[src/hdl/camera_spi_defines.svh]
`ifndef CAMERA_SPI_DEFINES_SVH
`define CAMERA_SPI_DEFINES_SVH

// Frame geometry, both powers of two
`define FRAME_WIDTH 16
`define FRAME_HEIGHT 16

// One gray byte per pixel
`define IMAGE_BUFFER_DEPTH (`FRAME_WIDTH * `FRAME_HEIGHT)

// Total size and image address
`define IMAGE_SIZE_WIDTH 16

// Saturating operand counter
`define OPERAND_COUNT_WIDTH 8

`endif
[src/hdl/camera_spi_pkg.sv]
package camera_spi_pkg;

    // Opcodes sent as the first byte of a select period
    typedef enum logic [7:0] {
        OPCODE_CAPTURE         = 8'h20,
        OPCODE_BYTES_AVAILABLE = 8'h21,
        OPCODE_READ_DATA       = 8'h22,
        OPCODE_ZOOM            = 8'h23,
        OPCODE_METERING        = 8'h25,
        OPCODE_COMPRESSION     = 8'h26,
        OPCODE_IMAGE_READY     = 8'h27,
        OPCODE_POWER_SAVE      = 8'h28
    } register_opcode_t;

    // Which byte of the transfer is being shifted in
    typedef enum logic {
        PHASE_OPCODE  = 1'b0,
        PHASE_OPERAND = 1'b1
    } spi_phase_t;

endpackage

[src/hdl/camera_spi_if.sv]
`include "camera_spi_defines.svh"

// Strobes between the SPI peripheral and the register block
interface register_bus_if;
    logic [7:0] op_code;
    logic op_code_valid;
    logic [7:0] operand;
    logic operand_valid;
    logic [`OPERAND_COUNT_WIDTH-1:0] operand_count;
    logic [7:0] response;
    logic response_valid;

    modport peripheral (
        output op_code, op_code_valid, operand, operand_valid, operand_count,
        input response, response_valid
    );

    modport registers (
        input op_code, op_code_valid, operand, operand_valid, operand_count,
        output response, response_valid
    );
endinterface

// Frame store access
interface image_read_if;
    logic image_ready;
    logic [`IMAGE_SIZE_WIDTH-1:0] image_total_size;
    logic [7:0] image_data;
    logic [`IMAGE_SIZE_WIDTH-1:0] image_address;
    logic start_capture;

    modport buffer (
        output image_ready, image_total_size, image_data,
        input image_address, start_capture
    );

    modport registers (
        input image_ready, image_total_size, image_data,
        output image_address, start_capture
    );
endinterface

// Per-frame metering results
interface metering_if;
    logic [7:0] red_center;
    logic [7:0] green_center;
    logic [7:0] blue_center;
    logic [7:0] red_average;
    logic [7:0] green_average;
    logic [7:0] blue_average;

    modport meter (
        output red_center, green_center, blue_center,
        output red_average, green_average, blue_average
    );

    modport registers (
        input red_center, green_center, blue_center,
        input red_average, green_average, blue_average
    );
endinterface

[src/hdl/camera_spi_top.sv]
module camera_spi_top (
    input logic clock_in,
    input logic reset_n_in,

    input logic spi_clock,
    input logic spi_select_n,
    input logic spi_mosi,
    output logic spi_miso,

    input logic [7:0] pixel_red,
    input logic [7:0] pixel_green,
    input logic [7:0] pixel_blue,
    input logic pixel_valid,
    input logic frame_start,
    input logic frame_end,

    output logic start_capture,
    output logic [9:0] resolution,
    output logic [1:0] compression_factor,
    output logic power_save_enable
);

    register_bus_if bus ();
    image_read_if image ();
    metering_if meter ();

    spi_peripheral u_spi_peripheral (
        .clock_in(clock_in),
        .reset_n_in(reset_n_in),
        .spi_clock(spi_clock),
        .spi_select_n(spi_select_n),
        .spi_mosi(spi_mosi),
        .spi_miso(spi_miso),
        .bus(bus.peripheral)
    );

    spi_registers u_spi_registers (
        .clock_in(clock_in),
        .reset_n_in(reset_n_in),
        .bus(bus.registers),
        .image(image.registers),
        .meter(meter.registers),
        .resolution(resolution),
        .compression_factor(compression_factor),
        .power_save_enable(power_save_enable)
    );

    // Buffer and meter see the same pixel stream
    image_buffer u_image_buffer (
        .clock_in(clock_in),
        .reset_n_in(reset_n_in),
        .pixel_red(pixel_red),
        .pixel_green(pixel_green),
        .pixel_blue(pixel_blue),
        .pixel_valid(pixel_valid),
        .frame_start(frame_start),
        .frame_end(frame_end),
        .image(image.buffer)
    );

    metering u_metering (
        .clock_in(clock_in),
        .reset_n_in(reset_n_in),
        .pixel_red(pixel_red),
        .pixel_green(pixel_green),
        .pixel_blue(pixel_blue),
        .pixel_valid(pixel_valid),
        .frame_start(frame_start),
        .frame_end(frame_end),
        .meter(meter.meter)
    );

    assign start_capture = image.start_capture;

endmodule

[src/hdl/metering.sv]
`include "camera_spi_defines.svh"

module metering (
    input logic clock_in,
    input logic reset_n_in,
    input logic [7:0] pixel_red,
    input logic [7:0] pixel_green,
    input logic [7:0] pixel_blue,
    input logic pixel_valid,
    input logic frame_start,
    input logic frame_end,
    metering_if.meter meter
);

    localparam int X_WIDTH = $clog2(`FRAME_WIDTH);
    localparam int Y_WIDTH = $clog2(`FRAME_HEIGHT);
    localparam int AREA_LOG2 = X_WIDTH + Y_WIDTH;
    localparam int SUM_WIDTH = 8 + AREA_LOG2;

    logic [X_WIDTH-1:0] x_position;
    logic [Y_WIDTH-1:0] y_position;
    logic in_center;

    // Index 0 red, 1 green, 2 blue
    logic [7:0] pixel [3];
    logic [SUM_WIDTH-1:0] frame_sum [3];
    logic [SUM_WIDTH-1:0] center_sum [3];
    logic [7:0] frame_average [3];
    logic [7:0] center_average [3];

    assign pixel[0] = pixel_red;
    assign pixel[1] = pixel_green;
    assign pixel[2] = pixel_blue;

    // Middle half of each axis: top two bits are 01 or 10
    assign in_center = (x_position[X_WIDTH-1] ^ x_position[X_WIDTH-2]) &
                       (y_position[Y_WIDTH-1] ^ y_position[Y_WIDTH-2]);

    always_ff @(posedge clock_in) begin
        if (!reset_n_in || frame_start) begin
            x_position <= '0;
            y_position <= '0;
        end else if (pixel_valid) begin
            x_position <= x_position + 1'b1;
            if (&x_position) begin
                y_position <= y_position + 1'b1;
            end
        end
    end

    always_ff @(posedge clock_in) begin
        for (int c = 0; c < 3; c++) begin
            if (frame_start) begin
                frame_sum[c] <= '0;
                center_sum[c] <= '0;
            end else if (pixel_valid) begin
                frame_sum[c] <= frame_sum[c] + SUM_WIDTH'(pixel[c]);
                if (in_center) begin
                    center_sum[c] <= center_sum[c] + SUM_WIDTH'(pixel[c]);
                end
            end
        end
    end

    // Centre window holds a quarter of the frame
    always_ff @(posedge clock_in) begin
        for (int c = 0; c < 3; c++) begin
            if (!reset_n_in) begin
                frame_average[c] <= 8'h00;
                center_average[c] <= 8'h00;
            end else if (frame_end) begin
                frame_average[c] <= 8'(frame_sum[c] >> AREA_LOG2);
                center_average[c] <= 8'(center_sum[c] >> (AREA_LOG2 - 2));
            end
        end
    end

    assign meter.red_center = center_average[0];
    assign meter.green_center = center_average[1];
    assign meter.blue_center = center_average[2];
    assign meter.red_average = frame_average[0];
    assign meter.green_average = frame_average[1];
    assign meter.blue_average = frame_average[2];

endmodule

[src/hdl/image_buffer.sv]
`include "camera_spi_defines.svh"

module image_buffer (
    input logic clock_in,
    input logic reset_n_in,
    input logic [7:0] pixel_red,
    input logic [7:0] pixel_green,
    input logic [7:0] pixel_blue,
    input logic pixel_valid,
    input logic frame_start,
    input logic frame_end,
    image_read_if.buffer image
);

    localparam int ADDRESS_BITS = $clog2(`IMAGE_BUFFER_DEPTH);
    localparam logic [`IMAGE_SIZE_WIDTH-1:0] DEPTH = `IMAGE_BUFFER_DEPTH;

    logic [7:0] memory [`IMAGE_BUFFER_DEPTH];
    logic [`IMAGE_SIZE_WIDTH-1:0] write_count;
    logic [9:0] gray_sum;
    logic armed;
    logic writing;
    logic write_enable;

    // (r + 2g + b) / 4
    assign gray_sum = {2'b00, pixel_red} + {1'b0, pixel_green, 1'b0} + {2'b00, pixel_blue};
    assign write_enable = writing && pixel_valid && write_count < DEPTH;

    always_ff @(posedge clock_in) begin
        if (!reset_n_in) begin
            armed <= 1'b0;
            writing <= 1'b0;
            write_count <= '0;
            image.image_ready <= 1'b0;
            image.image_total_size <= '0;
        end else if (image.start_capture) begin
            armed <= 1'b1;
            writing <= 1'b0;
            image.image_ready <= 1'b0;
            image.image_total_size <= '0;
        end else if (armed && frame_start) begin
            armed <= 1'b0;
            writing <= 1'b1;
            write_count <= '0;
        end else if (writing && frame_end) begin
            writing <= 1'b0;
            image.image_ready <= 1'b1;
            image.image_total_size <= write_count;
        end else if (write_enable) begin
            write_count <= write_count + 1'b1;
        end
    end

    always_ff @(posedge clock_in) begin
        if (write_enable) begin
            memory[write_count[ADDRESS_BITS-1:0]] <= gray_sum[9:2];
        end
        image.image_data <= memory[image.image_address[ADDRESS_BITS-1:0]];
    end

endmodule

[src/hdl/spi_registers.sv]
`include "camera_spi_defines.svh"

module spi_registers (
    input logic clock_in,
    input logic reset_n_in,
    register_bus_if.registers bus,
    image_read_if.registers image,
    metering_if.registers meter,
    output logic [9:0] resolution,
    output logic [1:0] compression_factor,
    output logic power_save_enable
);

    logic [`IMAGE_SIZE_WIDTH-1:0] bytes_remaining;
    logic op_code_valid_last;

    assign bytes_remaining = image.image_total_size - image.image_address;

    always_ff @(posedge clock_in) begin
        if (!reset_n_in) begin
            bus.response <= 8'h00;
            bus.response_valid <= 1'b0;
            image.start_capture <= 1'b0;
            image.image_address <= '0;
            resolution <= 10'd0;
            compression_factor <= 2'd0;
            power_save_enable <= 1'b0;
            op_code_valid_last <= 1'b0;
        end else begin
            op_code_valid_last <= bus.op_code_valid;
            bus.response_valid <= 1'b0;
            image.start_capture <= 1'b0;

            if (bus.op_code_valid) begin
                case (bus.op_code)
                    camera_spi_pkg::OPCODE_CAPTURE: begin
                        // Single pulse on the rising edge of the opcode level
                        if (!op_code_valid_last) begin
                            image.start_capture <= 1'b1;
                            image.image_address <= '0;
                        end
                    end

                    // Big-endian byte count still to read
                    camera_spi_pkg::OPCODE_BYTES_AVAILABLE: begin
                        case (bus.operand_count)
                            0: bus.response <= bytes_remaining[`IMAGE_SIZE_WIDTH-1 -: 8];
                            1: bus.response <= bytes_remaining[7:0];
                            default: bus.response <= 8'h00;
                        endcase
                        bus.response_valid <= 1'b1;
                    end

                    camera_spi_pkg::OPCODE_READ_DATA: begin
                        bus.response <= image.image_data;
                        bus.response_valid <= 1'b1;

                        // Pointer stops at the end of the stored frame
                        if (bus.operand_valid &&
                            image.image_address < image.image_total_size) begin
                            image.image_address <= image.image_address + 1'b1;
                        end
                    end

                    camera_spi_pkg::OPCODE_ZOOM: begin
                        if (bus.operand_valid) begin
                            case (bus.operand_count)
                                0: resolution <= {bus.operand[1:0], 8'h00};
                                1: resolution <= {resolution[9:8], bus.operand};
                                default: resolution <= resolution;
                            endcase
                        end
                    end

                    camera_spi_pkg::OPCODE_METERING: begin
                        case (bus.operand_count)
                            0: bus.response <= meter.red_center;
                            1: bus.response <= meter.green_center;
                            2: bus.response <= meter.blue_center;
                            3: bus.response <= meter.red_average;
                            4: bus.response <= meter.green_average;
                            5: bus.response <= meter.blue_average;
                            default: bus.response <= 8'h00;
                        endcase
                        bus.response_valid <= 1'b1;
                    end

                    camera_spi_pkg::OPCODE_COMPRESSION: begin
                        if (bus.operand_valid) begin
                            compression_factor <= bus.operand[1:0];
                        end
                    end

                    camera_spi_pkg::OPCODE_IMAGE_READY: begin
                        bus.response <= {7'b0, image.image_ready};
                        bus.response_valid <= 1'b1;
                    end

                    camera_spi_pkg::OPCODE_POWER_SAVE: begin
                        if (bus.operand_valid) begin
                            power_save_enable <= bus.operand[0];
                        end
                    end

                    default: begin
                        bus.response_valid <= 1'b0;
                    end
                endcase
            end
        end
    end

endmodule

[src/hdl/spi_peripheral.sv]
module spi_peripheral (
    input logic clock_in,
    input logic reset_n_in,
    input logic spi_clock,
    input logic spi_select_n,
    input logic spi_mosi,
    output logic spi_miso,
    register_bus_if.peripheral bus
);

    // Two sync flops plus one history flop for edge detection
    logic [2:0] clock_sync;
    logic [1:0] select_sync;
    logic [1:0] mosi_sync;

    logic spi_rise;
    logic spi_fall;
    logic selected;

    logic [2:0] bit_count;
    logic [7:0] shift_in;
    logic [7:0] shift_out;
    logic [7:0] byte_in;
    camera_spi_pkg::spi_phase_t phase;

    always_ff @(posedge clock_in) begin
        if (!reset_n_in) begin
            clock_sync <= 3'b000;
            select_sync <= 2'b11;
        end else begin
            clock_sync <= {clock_sync[1:0], spi_clock};
            select_sync <= {select_sync[0], spi_select_n};
        end
    end

    always_ff @(posedge clock_in) begin
        mosi_sync <= {mosi_sync[0], spi_mosi};
    end

    assign spi_rise = clock_sync[1] & ~clock_sync[2];
    assign spi_fall = ~clock_sync[1] & clock_sync[2];
    assign selected = ~select_sync[1];

    // Byte as it stands after the current rising edge
    assign byte_in = {shift_in[6:0], mosi_sync[1]};

    assign spi_miso = shift_out[7];

    always_ff @(posedge clock_in) begin
        if (!reset_n_in) begin
            phase <= camera_spi_pkg::PHASE_OPCODE;
            bit_count <= 3'd0;
            shift_out <= 8'h00;
            bus.op_code_valid <= 1'b0;
            bus.operand_valid <= 1'b0;
            bus.operand_count <= '0;
        end else begin
            bus.operand_valid <= 1'b0;

            if (!selected) begin
                phase <= camera_spi_pkg::PHASE_OPCODE;
                bit_count <= 3'd0;
                shift_out <= 8'h00;
                bus.op_code_valid <= 1'b0;
                bus.operand_count <= '0;
            end else begin
                // Count advances after each operand pulse, saturating
                if (bus.operand_valid && bus.operand_count != '1) begin
                    bus.operand_count <= bus.operand_count + 1'b1;
                end

                if (spi_rise) begin
                    shift_in <= byte_in;
                    bit_count <= bit_count + 3'd1;

                    if (bit_count == 3'd7) begin
                        if (phase == camera_spi_pkg::PHASE_OPCODE) begin
                            bus.op_code <= byte_in;
                            bus.op_code_valid <= 1'b1;
                            phase <= camera_spi_pkg::PHASE_OPERAND;
                        end else begin
                            bus.operand <= byte_in;
                            bus.operand_valid <= 1'b1;
                        end
                    end
                end

                // Load the response at a byte boundary, else shift out MSB first
                if (spi_fall) begin
                    if (bit_count == 3'd0) begin
                        shift_out <= bus.response_valid ? bus.response : 8'h00;
                    end else begin
                        shift_out <= {shift_out[6:0], 1'b0};
                    end
                end
            end
        end
    end

endmodule

[config.mk]
export PLATFORM = sky130hd
export DESIGN_NAME = camera_spi_top
export DESIGN_NICKNAME = d
export VERILOG_FILES = /design/src/hdl/camera_spi_pkg.sv /design/src/hdl/camera_spi_if.sv /design/src/hdl/camera_spi_top.sv /design/src/hdl/metering.sv /design/src/hdl/image_buffer.sv /design/src/hdl/spi_registers.sv /design/src/hdl/spi_peripheral.sv
export VERILOG_INCLUDE_DIRS = /design/src /design/src/hdl
export SDC_FILE = /design/constraint.sdc
export NUM_CORES = 2
export LEC_CHECK = 0
export BUFFER_PORTS_ARGS = -buffer_cell sky130_fd_sc_hd__buf_2
export CORE_UTILIZATION = 57
export DETAILED_ROUTE_END_ITERATION = 8
export PLACE_DENSITY = 0.76
export REMOVE_ABC_BUFFERS = 1
export SLEW_MARGIN = 20
export SYNTH_ARGS = -nofsm -noshare
export SYNTH_HDL_FRONTEND = slang
export SYNTH_HIERARCHICAL = 1
export SYNTH_SLANG_ARGS = --single-unit
[constraint.sdc]
create_clock -name clock_in -period 17.5 [get_ports clock_in]
set_clock_uncertainty 0.2 [all_clocks]
set_input_delay 1.75 -clock clock_in [delete_from_list [all_inputs] [get_ports clock_in]]
set_output_delay 1.75 -clock clock_in [all_outputs]
set_load 0.05 [all_outputs]
# --- After elaboration in Yosys (flattened, before gate mapping) ---
# Memories as Yosys holds them, arrays and structs flattened. A register that Yosys moved wholly into a read port is not among the register bits.
# Cells that the tools add are included.
# Widths: inputs -> output; s select.
op_classes:
  n_mux: 46
  reduce_logical: 36
  add_sub_neg: 15
  n_lt_le_gt_ge: 2
  bitwise: 27
  eq_ne: 18
op_table:
  columns: ["operator", "count"]
  rows:
  - ["$mux 16", 11]
  - ["$add 16x8->16", 6]
  - ["$eq 8x6->1 const B", 8]
  - ["$mux 8", 8]
  - ["$pmux 8 s6", 1]
  - ["$add 16x1->16 const B", 2]
  - ["$pmux 16 s2", 1]
  - ["$pmux 8 s4", 1]
  - ["$mux 1", 22]
  - ["$pmux 10 s2", 1]
  - ["$reduce_and 5->1", 4]
  - ["$reduce_and 3->1", 6]
  - ["$eq 8x2->1 const B", 2]
  - ["$eq 8x3->1 const B", 2]
  - ["$lt 16x16->1", 1]
  - ["$lt 16x9->1 const B", 1]
  - ["$pmux 8 s2", 1]
  - ["$sub 16x16->16", 1]
  - ["$or 1x1->1", 12]
  - ["$add 10x8->10", 1]
  - ["$add 8x9->10", 1]
  - ["$not 1->1", 10]
  - ["$reduce_bool 2->1", 5]
  - ["$add 4x1->4 const B", 2]
  - ["19 further kinds", 34]
word_totals:
  n_memories: 5
  in_bits: 32
  output_inout_bits: 15
  wordCells: 177
  ram_bits: 2192
  ff_bits: 135
mem_list:
  columns: ["name", "depth", "width", "read_ports", "rd_clocked_by_memory_dff", "wr", "line_no", "text"]
  rows:
  - ["u_image_buffer.memory", 256, 8, 1, 1, 1, "image_buffer.sv:18", "logic [7:0] memory [`IMAGE_BUFFER_DEPTH];"]
  - ["u_metering.center_sum", 3, 16, 3, 0, 3, "metering.sv:27", "logic [SUM_WIDTH-1:0] center_sum [3];"]
  - ["u_metering.frame_sum", 3, 16, 3, 0, 3, "metering.sv:26", "logic [SUM_WIDTH-1:0] frame_sum [3];"]
  - ["u_metering.center_average", 3, 8, 3, 0, 3, "metering.sv:29", "logic [7:0] center_average [3];"]
  - ["u_metering.frame_average", 3, 8, 3, 0, 3, "metering.sv:28", "logic [7:0] frame_average [3];"]

# --- Logic depth before layout (Yosys ltp) ---
logic_depth:
  depth_word: 7
  ltp_mapped: 11
  depth_no_buf: 11

# --- Hierarchy ---
# Netlist, hierarchy kept.
modules_own_cells:
  columns: ["mod", "seq_area_each_um2", "area_per_inst_um2", "instances", "cells_each"]
  rows:
  - ["image_buffer", 62359.8, 81406.8, 1, 3903]
  - ["metering", 4304.1, 8131.5, 1, 738]
  - ["spi_registers", 800.8, 3146.8, 1, 408]
  - ["spi_peripheral", 1271.2, 1920.6, 1, 157]

# --- Worst setup path after synthesis ---
# No wires, ideal clock.
synth_timing:
  path_type: "input to register"
  start: "in pixel_red[2]"
  end: "mem u_image_buffer.memory[0][4], data pin"
  arrival_time_ps: 10471
  setup_time_ps: 1646
  setup_slack_ps: 5183
  n_path_buf: 0
  t_required_ps: 15654
  stages: 8
  cell_sequence: "fa_1 > ha_1 > and4b_1 > o21ai_0 > a21boi_0 > o21ai_0 > nor2b_1 > xnor2_1"
synth_via:
  elab_chain_len: 2
synth_rtl:
  columns: ["element", "line_no", "text"]
  rows:
  - ["start: declaration", "camera_spi_top.sv:10", "input logic [7:0] pixel_red,"]
  - ["$add 8x9->10", "image_buffer.sv:26", "assign gray_sum = {2'b00, pixel_red} + {1'b0, pixel_green, 1'b0} + {2'b00, pixel_blue};"]
  - ["$add 10x8->10", "image_buffer.sv:26", null]
  - ["via u_image_buffer.gray_sum[6]", "image_buffer.sv:20", "logic [9:0] gray_sum;"]
  - ["end: declaration", "image_buffer.sv:18", null]
# The timed path passes the listed nets, and every way through them passes these cells.

==> results.json <==
{
  "outcome": "complete, no violations",
  "async_flop_share_pct": 0,
  "drtPass1Iterations": 6,
  "comb_power_share_pct": 6.5,
  "slowest_delay_ns": 0.85,
  "clock-sinks": 2329,
  "nets": 5402,
  "hold_class": "flop to flop",
  "insertion_delay_ns": 0.86,
  "drive_gt1_share_pct": 17.87,
  "initial_utilization_pct": 57.41,
  "synth_edf_count": 2209,
  "total_power_mw": 12.11,
  "crit_type": "flop to flop",
  "yosys_warnings": 6,
  "synth_flop_cell": "edfxtp_1",
  "max_freq_mhz": 155.1,
  "layout_commonest_cell": "edfxtp_1",
  "antenna_found_initial": 8,
  "max-vdd-ir-drop_uv": 121.3,
  "hold_viol": 0,
  "r2r-end": "u_image_buffer/image.image_data[1]$_DFF_P_",
  "instances_no_fill": 7647,
  "crit_path_cell_trace": "buf_12, buf_4, buf_4, buf_4, mux4_2, a22oi_1, a21oi_1, nor4_1, nor4_1",
  "critPathRequiredTime_ns": 17.98,
  "multiInputGateArea_mm2": 0.02404,
  "worstPathArrival_ns": 6.93,
  "seqCellArea_mm2": 0.06876,
  "synth_top_cell_area_share_pct": 70.12,
  "critPathCaptureType": "flop",
  "finalSetupViolations": 0,
  "p_switching_mw": 2.759,
  "avgSynthCellArea_um2": 18.17,
  "totalWireLength_um": 226900,
  "grt_max_degree": 238,
  "worstReg2RegStart": "u_spi_registers/image.image_address[0]$_SDFFE_PN0P_",
  "post_cts_resized": 0,
  "syn_area_mm2": 0.09461,
  "maxCapViolCount": 0,
  "wl_per_cell_um": 29.67,
  "vias": 50890,
  "viasPerCell": 6.655,
  "startpoint_type": "flop",
  "worst_pin_slew_ns": 1.317,
  "cts_tree": "yes",
  "min_from": "u_spi_peripheral/mosi_sync[0]$_DFF_P_",
  "p_sw_share_pct": 22.79,
  "post-cts-setup-buffers": 0,
  "cpMaxStageDelayCell": "dfxtp_4",
  "port_buffers": 46,
  "p_per_area_mw_per_mm2": 116.7,
  "synthCells": 5206,
  "rrSetupSlack_ns": 11.05,
  "antenna_left": 0,
  "ys_seq_area_share_pct": 72.66,
  "area_delta_synth_final_pct": 9.658,
  "fin_crit_ns": 6.449,
  "drt_iter0_markers": 6708,
  "clk_pin_slew_worst_paths_ns": 0.06,
  "path_max_fanout": 70,
  "die_y_um": 409.4,
  "hold_buffers": 0,
  "ios": 47,
  "grt_overflow_total": 0,
  "rsz0062_at_grt": "false",
  "synth_area_leaders": "edfxtp_1 (70%), mux4_2 (11%), dfxtp_1 (2.5%), nor2_1 (1.7%), mux2i_1 (1.4%)",
  "leakagePower_nw": 31.82,
  "grt_pass1_wl_um": 332700,
  "p_clk_share_pct": 38.4,
  "r2r_cells": 9,
  "rows": 149,
  "yosysUniqueCellTypes": 98,
  "min_to": "u_spi_peripheral/mosi_sync[1]$_DFF_P_",
  "layout_common_cells": "edfxtp_1 (2209), mux4_2 (459), nor2_1 (418)",
  "synth_top_area_cell": "edfxtp_1",
  "holdPathStages": 0,
  "hpwlAfterDp_um": 134000,
  "seqPwrFrac_pct": 55.1,
  "dieArea_mm2": 0.1676,
  "die_w_um": 409.4,
  "drc": 0,
  "cts_buffer_depth": 3,
  "ys_seq_elements": 2329,
  "cts_max_level": 4,
  "slew_headroom_pct": 12.22,
  "coreArea_mm2": 0.1648,
  "grt_pass1_vias": 50277,
  "cts_root_buf": "clkbuf_16",
  "nFillCells": 10979,
  "power.internal_mw": 9.350,
  "grt_usage_pct": 27.04,
  "finalCritPeriodShare_pct": 36.85,
  "final_max_slew_viol_count": 0,
  "numCtsBuffers": 219,
  "gp_congestion": 0.8778,
  "cp_common_cell": "buf_4",
  "dp_cells": 7237
}
## final cells by class
class                      instances  area share (%)
tap                             2189           2.640
antenna                            3        0.007236
clock buffer                     260           5.460
sequential                      2329           66.28
multi-input combinational       2538           23.18
timing repair buffer             118          0.8925
clock inverter                   144           1.310
inverter                          66          0.2388
## Yosys cell counts, types with 10 or more instances
library cell / count
nor4_1: 23
a22o_1: 36
edfxtp_1: 2209
a21oi_1: 148
mux4_1: 10
or3_1: 41
a311oi_1: 13
and3_1: 67
o21bai_1: 12
a32oi_1: 11
nand2_1: 188
ha_1: 83
fa_1: 15
buf_2: 58
and2_1: 27
o211ai_1: 43
xor2_1: 37
inv_1: 66
nand3_1: 67
a21o_1: 22
a31oi_1: 16
buf_6: 41
a22oi_1: 105
nor3b_1: 11
o21ai_0: 96
nor2_1: 422
mux4_2: 459
mux2i_1: 136
a221oi_1: 35
mux2_2: 10
clkbuf_1: 109
a211oi_1: 24
nor2b_1: 39
xnor2_1: 29
nand4_1: 37
nor3_1: 71
dfxtp_1: 120
buf_4: 42
o22ai_1: 52
nand2b_1: 27
## stage by stage
step | worst slack, ns | hold WS, ns | TNS [ns] | util, % | instance area, um2
2_1_floorplan | -5.486 | 0.1096 | -118.68 | - | 92870
3_3_place_gp | 10.44 | 0.1138 | 0 | 58.63 | 96620
3_5_place_dp | 10.28 | 0.1192 | 0 | 58.63 | 96620
4_1_cts | 10.98 | 0.1337 | 0 | 62.89 | 103600
5_1_grt | 10.65 | 0.1453 | 0 | 62.95 | 103700
6_report | 11.05 | 0.1309 | 0 | 62.95 | 103700
## flip-flops by register name, summed over array words and instances (netlist names), 4 cells and up
name,cells
u_image_buffer/write_count,16
u_spi_registers/image.image_address,16
u_image_buffer/image.image_total_size,16
u_spi_registers/bus.response,8
u_spi_registers/resolution,10
u_metering/center_sum,42
u_metering/frame_sum,48
u_image_buffer/memory,2048
u_spi_peripheral/shift_in,7
u_metering/x_position,4
u_spi_peripheral/bus.op_code,8
u_metering/frame_average,24
u_spi_peripheral/bus.operand_count,8
u_spi_peripheral/shift_out,8
u_image_buffer/image.image_data,8
u_spi_peripheral/bus.operand,8
u_metering/y_position,4
u_metering/center_average,24
## worst max-delay path, delay by kind of cell (launching register included)
kind,cells,cell delay (ns)
flops,1,0.85
simple gates,2,0.98
compound gates,2,0.68
mux,1,0.60
buf+inv,4,2.91
## worst max-delay path by stage
stage | start | to
5_1_grt | u_spi_registers/image.image_address[0]$_SDFFE_PN0P_ | u_image_buffer/image.image_data[1]$_DFF_P_
2_1_floorplan | u_spi_registers/image.image_address[0]$_SDFFE_PN0P_ | u_image_buffer/image.image_data[5]$_DFF_P_
3_5_place_dp | pixel_red[1] | u_image_buffer/memory[114][5]$_DFFE_PP_
4_1_cts | u_spi_registers/image.image_address[0]$_SDFFE_PN0P_ | u_image_buffer/image.image_data[1]$_DFF_P_
6_report | u_spi_registers/image.image_address[0]$_SDFFE_PN0P_ | u_image_buffer/image.image_data[1]$_DFF_P_
3_3_place_gp | pixel_red[1] | u_image_buffer/memory[114][5]$_DFFE_PP_
## power by group through the flow
stage | Clock (mW) | Sequential (mW) | Combinational [mW]
6_report | 4.65 | 6.68 | 0.787
3_5_place_dp | 0 | 6.80 | 0.762
2_1_floorplan | 0 | 7.01 | 0.370
4_1_cts | 4.69 | 6.68 | 0.762
5_1_grt | 4.90 | 6.67 | 0.839
3_3_place_gp | 0 | 6.79 | 0.710
## per-layer routing
layer / up-vias / track usage (%) / part of all wire, % / wire length [um]
met1: 26092 / 36.47 / 37 / 83200
met2: 2978 / 42.89 / 48 / 108700
met5: - / 0 / 0.035 / 80
met3: 554 / 5.921 / 11 / 24510
met4: 12 / 11.48 / 4.6 / 10430
li1: 21254 / - / - / -
## cell families after synthesis
group / synth area share [%]
mux: 12.76
xor+xnor: 0.6110
simple gates: 5.602
buf+inv: 2.102
fa+ha+maj: 1.415
flops: 72.66
compound gates: 4.852
No activity file was read; power rests on OpenSTA's default activity.
